## src/hw/fb_box_pkg.sv

```systemverilog
// shared sizes, register map and enums for the framebuffer display subsystem
// modules pull these in with a wildcard import
package fb_box_pkg;

    // 640x480 at 60 Hz, counts in pixels and lines
    localparam int h_active = 640;
    localparam int h_front  = 16;
    localparam int h_sync   = 96;
    localparam int h_back   = 48;
    localparam int h_total  = 800;
    localparam int v_active = 480;
    localparam int v_front  = 10;
    localparam int v_sync   = 2;
    localparam int v_back   = 33;
    localparam int v_total  = 525;
    localparam int coord_w  = 16;  // signed screen coordinates

    localparam int fb_width   = 160;
    localparam int fb_height  = 120;
    localparam int fb_pixels  = fb_width * fb_height;
    localparam int fb_addr_w  = 15;
    localparam int fb_data_w  = 4;   // colour index bits
    localparam int fb_scale   = 4;
    localparam int scan_delay = 3;   // stages ahead of the vga output register

    localparam int pal_depth  = 16;
    localparam int pal_addr_w = 4;
    localparam int colour_w   = 12;  // 4 bits each of red, green, blue

    localparam int axil_addr_w = 8;
    localparam int axil_data_w = 32;

    // register map, palette entry n sits at reg_pal_base + 4n
    localparam logic [axil_addr_w-1:0] reg_cmd      = 8'h00;
    localparam logic [axil_addr_w-1:0] reg_status   = 8'h04;
    localparam logic [axil_addr_w-1:0] reg_pal_base = 8'h40;
    localparam int cmd_cidx_lsb = 4;  // command word: opcode in 1:0, index in 7:4

    typedef enum logic [1:0] {op_fill = 2'd0, op_box = 2'd1} draw_op_t;

    typedef enum logic [2:0] {
        st_idle, st_wait_frame, st_fill, st_top, st_right, st_left, st_bottom
    } draw_state_t;

    typedef enum logic [1:0] {resp_okay = 2'b00, resp_slverr = 2'b10} axi_resp_t;

endpackage

```

## src/hw/fb_draw_fsm.sv

```systemverilog
// drawing engine: turns fill and box commands into framebuffer writes
// a command waits for the frame pulse, then writes one pixel per cycle
module fb_draw_fsm (
    input  logic clk_pix,
    input  logic rst,
    input  logic frame,
    input  logic cmd_valid,
    input  fb_box_pkg::draw_op_t cmd_op,
    input  logic [fb_box_pkg::fb_data_w-1:0] cmd_cidx,
    output logic busy,
    output logic fb_we,
    output logic [fb_box_pkg::fb_addr_w-1:0] fb_waddr,
    output logic [fb_box_pkg::fb_data_w-1:0] fb_wdata
);
    import fb_box_pkg::*;

    draw_state_t state;
    draw_op_t op;
    logic [fb_data_w-1:0] cidx;
    logic [$clog2(fb_width)-1:0] cnt;  // position along the current edge

    assign busy = (state != st_idle);

    always_ff @(posedge clk_pix) begin
        if (rst) begin
            state <= st_idle;
            fb_we <= 1'b0;
        end else begin
            case (state)
                st_idle:
                    if (cmd_valid) begin
                        state <= st_wait_frame;
                        op    <= cmd_op;
                        cidx  <= cmd_cidx;
                    end
                st_wait_frame:
                    if (frame) begin
                        fb_we    <= 1'b1;
                        fb_waddr <= '0;
                        fb_wdata <= cidx;
                        cnt      <= '0;
                        state    <= (op == op_fill) ? st_fill : st_top;
                    end
                st_fill:
                    if (fb_waddr == fb_addr_w'(fb_pixels - 1)) begin
                        fb_we <= 1'b0;
                        state <= st_idle;
                    end else begin
                        fb_waddr <= fb_waddr + 1'b1;
                    end
                st_top:  // whole top row
                    if (cnt == fb_width - 1) begin
                        cnt      <= '0;
                        fb_waddr <= fb_waddr + fb_addr_w'(fb_width);
                        state    <= st_right;
                    end else begin
                        cnt      <= cnt + 1'b1;
                        fb_waddr <= fb_waddr + 1'b1;
                    end
                st_right:  // rows 1 to the last, right column
                    if (cnt == fb_height - 2) begin
                        cnt      <= '0;
                        fb_waddr <= fb_addr_w'(fb_width);  // row 1, column 0
                        state    <= st_left;
                    end else begin
                        cnt      <= cnt + 1'b1;
                        fb_waddr <= fb_waddr + fb_addr_w'(fb_width);
                    end
                st_left:
                    if (cnt == fb_height - 2) begin
                        cnt      <= '0;
                        fb_waddr <= fb_waddr + 1'b1;  // bottom row from column 1
                        state    <= st_bottom;
                    end else begin
                        cnt      <= cnt + 1'b1;
                        fb_waddr <= fb_waddr + fb_addr_w'(fb_width);
                    end
                st_bottom:
                    if (cnt == fb_width - 2) begin
                        fb_we <= 1'b0;
                        state <= st_idle;
                    end else begin
                        cnt      <= cnt + 1'b1;
                        fb_waddr <= fb_waddr + 1'b1;
                    end
                default: begin
                    fb_we <= 1'b0;
                    state <= st_idle;
                end
            endcase
        end
    end

endmodule

```

## config.mk

```make
export PLATFORM = sky130hd
export DESIGN_NAME = fb_draw_fsm
export DESIGN_NICKNAME = d
export VERILOG_FILES = /design/src/hw/fb_box_pkg.sv /design/src/hw/fb_draw_fsm.sv
export SDC_FILE = /design/constraint.sdc
export NUM_CORES = 1
export LEC_CHECK = 0
export BUFFER_PORTS_ARGS = -buffer_cell sky130_fd_sc_hd__buf_2
export CELL_PAD_IN_SITES_DETAIL_PLACEMENT = 1
export CELL_PAD_IN_SITES_GLOBAL_PLACEMENT = 1
export CORE_MARGIN = 8
export CORE_UTILIZATION = 48
export DETAILED_ROUTE_END_ITERATION = 8
export GPL_TIMING_DRIVEN = 0
export PLACE_DENSITY_LB_ADDON = 0.08
export SLEW_MARGIN = 0
export SYNTH_ARGS = -nofsm -noshare
export SYNTH_HDL_FRONTEND = slang
export SYNTH_SLANG_ARGS = --single-unit
```

## constraint.sdc

```tcl
create_clock -name clk_pix -period 4.4 [get_ports clk_pix]
set_clock_uncertainty 0.1 [all_clocks]
set_input_delay 0.22 -clock clk_pix [delete_from_list [all_inputs] [get_ports clk_pix]]
set_output_delay 0.22 -clock clk_pix [all_outputs]
set_load 0.01 [all_outputs]
```

# Yosys cells after proc, flatten, opt, wreduce, memory -nomap -nowiden
# Index checks and enable logic that the tools add are counted.
# W data, S select, Z words.
# totals
inputBits	10
wordCells	69
reg_bits	37
# op_classes
reduce_logical	13
addsub	3
n_mux	25
bitwise	2
eq_ne	19
# ops
cell	n
$mux W15	6
$pmux W15 S6	1
$mux W8	4
$pmux W8 S4	1
$mux W3	7
$pmux W3 S7	1
$ne A2 B2 Y1 const B	9
$eq A8 B8 Y1 const B	2
$add A15 B1 Y15 const B	1
$add A15 B8 Y15 const B	1
$eq A15 B15 Y1 const B	1
$eq A3 B3 Y1 const B	3
$add A8 B1 Y8 const B	1
$eq A8 B7 Y1 const B	1
$reduce_and A4 Y1	2
$reduce_and A7 Y1	1
$eq A3 B2 Y1 const B	2
$reduce_and A3 Y1	2
$reduce_bool A6 Y1	1
$reduce_and A5 Y1	1
$mux W1	4
$pmux W1 S4	1
$reduce_bool A4 Y1	1
$reduce_or A4 Y1	1
other kinds (6)	7

# Depth between registers and ports, before layout
# Gate-level depths: netlist of the first run.
# depth
ltp_word	4
depth_mapped	8

# Worst setup path before layout of the first run
# Ideal clock, no wire load.
# synth_timing
path_kind	reg-to-reg
from	register fb_waddr[0] (netlist bit)
to	register fb_waddr[10] (netlist bit), enable pin
stages_incl_launch_ff	8
arrival_ps	1877
required_time_ps	3920
setup_slack_ps	2043
setup_ps	380
cell_sequence	edfxtp_1 > ha_1 > nand2_1 > or3_1 > buf_2 > o21a_1 > o21bai_2 > a21oi_1
# synth_via
elab_chain_cells	3
# synth_rtl
element	line_no	text
from (decl)	fb_draw_fsm.sv:12	output logic [fb_box_pkg::fb_addr_w-1:0] fb_waddr,
from (signal assigned)	fb_draw_fsm.sv:49	fb_waddr <= fb_waddr + 1'b1;
from (signal assigned)	fb_draw_fsm.sv:54	fb_waddr <= fb_waddr + fb_addr_w'(fb_width);
from (signal assigned)	fb_draw_fsm.sv:58	fb_waddr <= fb_waddr + 1'b1;
$eq A15 B15 Y1	fb_draw_fsm.sv:45	if (fb_waddr == fb_addr_w'(fb_pixels - 1)) begin
$ne A2 B2 Y1 (no source line)	-	
$reduce_and A5 Y1 (no source line)	-	
# Every way passes these cells.
# A chain may end at the register's enable or synchronous reset.

# Worst setup path after layout of the first run
# layout_timing
from	register cnt[0]
to	register fb_waddr[1] (netlist bit), enable pin
# layout_via
elab_chain_cells	3
# layout_rtl
element	line_no	text
from (decl)	fb_draw_fsm.sv:20	logic [$clog2(fb_width)-1:0] cnt;
from (signal assigned)	fb_draw_fsm.sv:57	cnt <= cnt + 1'b1;
from (signal assigned)	fb_draw_fsm.sv:66	cnt <= cnt + 1'b1;
from (signal assigned)	fb_draw_fsm.sv:75	cnt <= cnt + 1'b1;
$eq A8 B8 Y1	fb_draw_fsm.sv:79	if (cnt == fb_width - 2) begin
$ne A2 B2 Y1 (no source line)	-	
$reduce_and A5 Y1 (no source line)	-	
to (signal assigned)	fb_draw_fsm.sv:72	fb_waddr <= fb_waddr + 1'b1;
to (signal assigned)	fb_draw_fsm.sv:76	fb_waddr <= fb_waddr + fb_addr_w'(fb_width);
to (signal assigned)	fb_draw_fsm.sv:84	fb_waddr <= fb_waddr + 1'b1;
# Every way passes these cells.

==> out/results.tsv, run 1 <==
metric	value	unit
dieArea	7075	um2
num-nets-final	280	
setup_viol	0	
min_path_type	primary input to flop	
synth_xor_area_share	5.506	%
first_global_vias	1981	
cp_slowest_cell	a211oi_1	
dieWidth	84.12	um
synth_area_per_cell	9.987	um2
synth-edff-count	33	
synth_adder_area_share	2.247	%
diodes	0	
critPathBufInv	2	
slew_headroom	26.49	%
start_util	50.45	%
yosysTopAreaCell	edfxtp_1	
slew_violations	0	
synthFlopType	edfxtp_1	
synthTopCellsByArea	edfxtp_1 44%, nor2_1 4.2%, dfxtp_1 3.6%, xnor2_1 3.5%, a21oi_1 2.9%	
row_count	24	
arrival	2.62	ns
clockBufferDepth	2	
die_y	84.12	um
finalSetupTns	0	ns
period_needed	2.797	ns
grt_overflow	0	
synth_compound_area_share	16.29	%
yosys.area.top_type_share	44.49	%
synth_cells	223	
avgViaCountPerCell	5.865	
critPathCaptureType	flop	
synth_seq_area_share	48.09	%
grt_max_degree	12	
cts_made_buffers	5	
start_kind	flop	
drt_wl_total	5811	um
ff_latch_area	1071	um2
path_delay_family	compound AO/OA/AOI/OAI gates	
portBuffers	30	
reg2reg_slack	1.60	ns
root_buffer	clkbuf_8	
multiInputGateArea	1079	um2
htreeDepth	2	
ys_types	48	
fmaxAchievable	0.3576	GHz
cp_cell_sequence	inv_1, ha_1, nand4bb_4, o21ai_1, o21ai_2, buf_4, a211oi_1	
cp.required	4.22	ns
pin_count	31	
n_fill_cell	515	
syn_area	2227	um2
drtIter0Drc	108	
crit_fanout	10	
track_usage	17.13	%
clock_latency	0.29	ns
synthSimpleGateAreaFrac	23.43	%
synth_top_family_by_area	simple AND/OR/NAND/NOR gates	
vdd_drop_max	0.0002179	V
area_delta_synth_final	16.07	%
route.vias.total	1871	
cts.sinks	37	
dr.pass1.iters	4	
cts.clk_slew.worst_paths	0.07	ns
drtAntennaViolNets	0	
place_congestion	0.8117	
final_common_cell	buf_2	
synth.net_count	237	
drcViolationCount	0	
yosys_warnings	0	
worst_pin_slew	1.093	ns
synth-seq-cells	37	
most-common-layout-cells	35 x buf_2, 33 x edfxtp_1, 25 x nor2_1	
routedWlPerCell	18.22	um
cts_tree	yes	
status	finished, final reports clean	
period_share	63.56	%
critical_path_class	flop to flop	
power_leakage	0.9516	nW
cpPeakStageDelay	0.68	ns
cts.repair.resized	0	
finish.utilization	58.56	%
cap_violations	0	
antenna_found_initial	0	
core	4414	um2
drive_gt1_share	20.22	%
p_per_area	496.8	nW/um2
async_reset_ff_share	0	%
rsz0062_at_grt	no	
dp.final_hpwl	4183	um
synth.area.mux_share	0.9551	%
grt_pass1_wl	9991	um
finalHoldViolCount	0	
==> Yosys cell counts, drive strengths merged (6+ instances only) <==
library cell,count
a21oi,13
buf,7
edfxtp,33
inv,7
nand2,17
nand2b,6
nand3,11
nand4,10
nor2,26
o21ai,15
xnor2,9
==> area by class of cell <==
class | count | share of cell area, %
Timing Repair Buffer | 36 | 8.132
Buffer | 10 | 1.985
Clock buffer | 6 | 2.807
Sequential cell | 37 | 41.43
Multi-Input combinational cell | 169 | 41.72
Inverter | 7 | 1.016
Tap cell | 52 | 2.517
Clock inverter | 2 | 0.3872
==> cells by family (layout without fill, tap and decap cells) <==
logic type	count (synthesis)	after routing
and+or+nand+nor	96	96
AOI/OAI and AO/OA	53	53
DFF	37	37
buffers and inverters	17	61
xor gates and xnor gates	14	14
adders and majority gates	4	4
muxes	2	2
==> layer usage <==
| layer | wire length, um | vias to the layer above | GRT usage (%) |
|---|---|---|---|
| li1 | - | 922 | - |
| met1 | 2550 | 897 | 21.26 |
| met2 | 2905 | 42 | 27.99 |
| met3 | 262 | 10 | 4.492 |
| met4 | 93 | 0 | 5.651 |
| met5 | 0 | - | 0 |
==> registers in the layout, summed over array words and instances, names as in the netlist <==
signal,count
op,2
fb_we,1
cidx,4
fb_waddr,15
fb_wdata,4
cnt,8
state,3
==> metrics by stage <==
step	power [mW]	hold WS, ns	instance area (um2)	cells	worst slack (ns)
after floorplan	0.8935	0.1891	2227	223	2.043
after global placement	1.037	0.2967	2442	305	1.680
after detailed placement	1.054	0.2983	2442	305	1.629
after CTS	1.292	0.0003274	2575	318	1.618
after global routing	1.375	0.08026	2585	319	1.372
final	1.284	0.07962	2585	319	1.603
==> report_power, final <==
group          leakage [nW]  internal, mW  switching, mW  total [mW]
sequential            0.342         0.486         0.0749       0.561
clock                0.0450         0.110          0.121       0.231
combinational         0.565         0.190          0.303       0.493
total                 0.952         0.786          0.498        1.28
==> path summary, 6_finish.rpt <==
kind | start | endpoint | cells past startpoint
setup / recovery | cnt[0]$_DFFE_PP_ | fb_waddr[1]$_DFFE_PP_ | 7
hold / removal | rst | state[2]$_SDFFE_PP0P_ | 2
setup reg to reg | cnt[0]$_DFFE_PP_ | fb_waddr[1]$_DFFE_PP_ | 7
hold reg to reg | cidx[1]$_DFFE_PP_ | fb_wdata[1]$_DFFE_PP_ | 0
==> worst reg2reg max path, stage by stage (launching register included) <==
cell and delay (ns):
edfxtp_1 0.46, inv_1 0.09, ha_1 0.22, nand4bb_4 0.16, o21ai_1 0.37, o21ai_2 0.15, buf_4 0.21, a211oi_1 0.68
==> what timing repair did <==
item	CTS	global route
endpoints found under the hold margin	5	1
setup buffers	0	0
hold buffers	5	1
(Power assumes the default switching activity.)
==> run 2, diff against run 1 <==
CORE_UTILIZATION = 44   (was 48)
clock period = 2.8 ns   (was 4.4 ns; I/O delays follow)
==> out/results.tsv, run 2 (same netlist as run 1, synthesis figures left out) <==
metric	value	unit
status	finished, final reports clean	
largest-register	fb_waddr	
reg2reg_slack	0.19	ns
switching_power	0.8071	mW
drive_gt1_share	21.27	%
hold_ws	0.1366	ns
final_common_cell	buf_2	
slew_headroom	30.09	%
power_switching_share	37.73	%
row_count	26	
root_buffer	clkbuf_8	
cap_violations	0	
vdd_drop_max	0.0003569	V
met1_usage	19.21	%
rsz0062_at_grt	no	
arrival	2.43	ns
slew_violations	0	
largest_reg_flops	15	
track_usage	16.06	%
finalSetupTns	0	ns
timing.final.ws_setup	0.1893	ns
period_share	93.24	%
diodes	0	
period_needed	2.611	ns
dp_slack	-0.02821	ns
route.vias.total	1918	
place_congestion	0.8308	
cts_tree	yes	
grt_max_degree	14	
num-nets-final	281	
worst_pin_slew	1.039	ns
antenna_found_initial	0	
htreeDepth	2	
power_frac_seq	41.2	%
dieArea	7594	um2
portBuffers	30	
min_to	fb_we$_SDFFE_PP0P_	
cp_cell_sequence	inv_1, ha_1, and3_1, a21oi_1, o21ai_0, a21oi_1	
cts.clk_slew.worst_paths	0.08	ns
first_global_vias	2001	
crit_fanout	8	
avgViaCountPerCell	5.675	
start_kind	flop	
grtUsageMet2	27.97	%
setup_viol	0	
hold_path.startpoint	frame	
hold_depth	3	
die_y	87.15	um
drtIter0Drc	95	
use_met3	3.208	%
drtAntennaViolNets	0	
min_path_type	primary input to flop	
cp_slowest_cell	a21oi_1	
start_util	44.46	%
clkPwrFrac	22.2	%
fmaxAchievable	0.3830	GHz
clock_latency	0.29	ns
dieWidth	87.15	um
grt_pass1_wl	9715	um
finalHoldViolCount	0	
routedWlPerCell	17.07	um
power_leakage	0.9663	nW
core	5010	um2
combPwrFrac	36.5	%
cellInternalPower	1.332	mW
critical_path_class	flop to flop	
cts.sinks	37	
cpPeakStageDelay	0.76	ns
area_delta_synth_final	19.38	%
cp.required	2.62	ns
most-common-layout-cells	35 x buf_2, 33 x edfxtp_1, 25 x nor2_1	
dp.final_hpwl	4255	um
r2r_end	cnt[5]$_DFFE_PP_	
cts_made_buffers	5	
reg2reg_depth	6	
clockBufferDepth	2	
largestRegisters	fb_waddr: 15 flops, cnt: 8 flops	
grt_overflow	0	
busiest_layer	met2	
dr.pass1.iters	4	
drt_wl_total	5768	um
r2r_start	cnt[0]$_DFFE_PP_	
pin_count	31	
p_per_area	804.6	nW/um2
crit_top_cell	a21oi_1	
drcViolationCount	0	
critPathCaptureType	flop	
==> run 2: routing by layer <==
layer	vias up	share of wire (%)	wire length [um]
met3	6	4.2	244
met1	958	44	2553
li1	922	-	-
met2	32	50	2910
met4	0	1.0	60
met5	-	0	0
==> run 2: through the flow <==
step / power [mW] / util, % / instance area [um2] / cells
after floorplan: 1.404 / - / 2227 / 223
after global placement: 1.633 / 49.20 / 2465 / 323
after detailed placement: 1.661 / 49.20 / 2465 / 323
after CTS: 2.157 / 53.07 / 2659 / 338
after global routing: 2.278 / 53.07 / 2659 / 338
final: 2.139 / 53.07 / 2659 / 338
==> run 2: what timing repair did <==
item                                    CTS  global route
resized for setup                         2             0
hold buffers                              7             0
endpoints found under the setup margin   15             0
endpoints found under the hold margin     8             0
buffers inserted                          0             0
==> run 2: worst max-delay path: cells and delay by family, from the launching register on <==
family / cells / cell delay (ns)
AOI/OAI and AO/OA: 3 / 1.20
adders and majority gates: 1 / 0.24
buffers and inverters: 1 / 0.06
DFF: 1 / 0.42
and+or+nand+nor: 1 / 0.21
==> run 2: power groups by stage <==
| stage | clock, mW | combinational, mW | sequential (mW) |
|---|---|---|---|
| 6_report | 0.476 | 0.782 | 0.882 |
| 5_1_grt | 0.502 | 0.876 | 0.900 |
| 4_1_cts | 0.487 | 0.788 | 0.882 |
| 3_5_place_dp | 0 | 0.765 | 0.896 |
| 3_3_place_gp | 0 | 0.746 | 0.887 |
| 2_1_floorplan | 0 | 0.508 | 0.896 |
==> run 2: final cells by class <==
class	instances	area, um2
Multi-Input combinational cell	169	1087
Buffer	10	51.30
Clock buffer	5	68.82
Sequential cell	37	1071
Tap cell	70	87.58
Timing Repair Buffer	37	220.2
Inverter	7	26.28
Clock inverter	3	46.29
Fill cell	600	2351
==> run 2: how the worst max path moves through the flow <==
stage	slack, ns	endpoint	cells after the start	start
global placement	0.04	fb_waddr[4]$_DFFE_PP_	7	cnt[0]$_DFFE_PP_
CTS	0.18	cnt[5]$_DFFE_PP_	6	cnt[0]$_DFFE_PP_
finish	0.19	cnt[5]$_DFFE_PP_	6	cnt[0]$_DFFE_PP_
detailed placement	-0.03	fb_waddr[9]$_DFFE_PP_	7	fb_waddr[0]$_DFFE_PP_
floorplan	0.44	fb_waddr[10]$_DFFE_PP_	7	fb_waddr[0]$_DFFE_PP_
global route	0.002	cnt[5]$_DFFE_PP_	6	cnt[0]$_DFFE_PP_
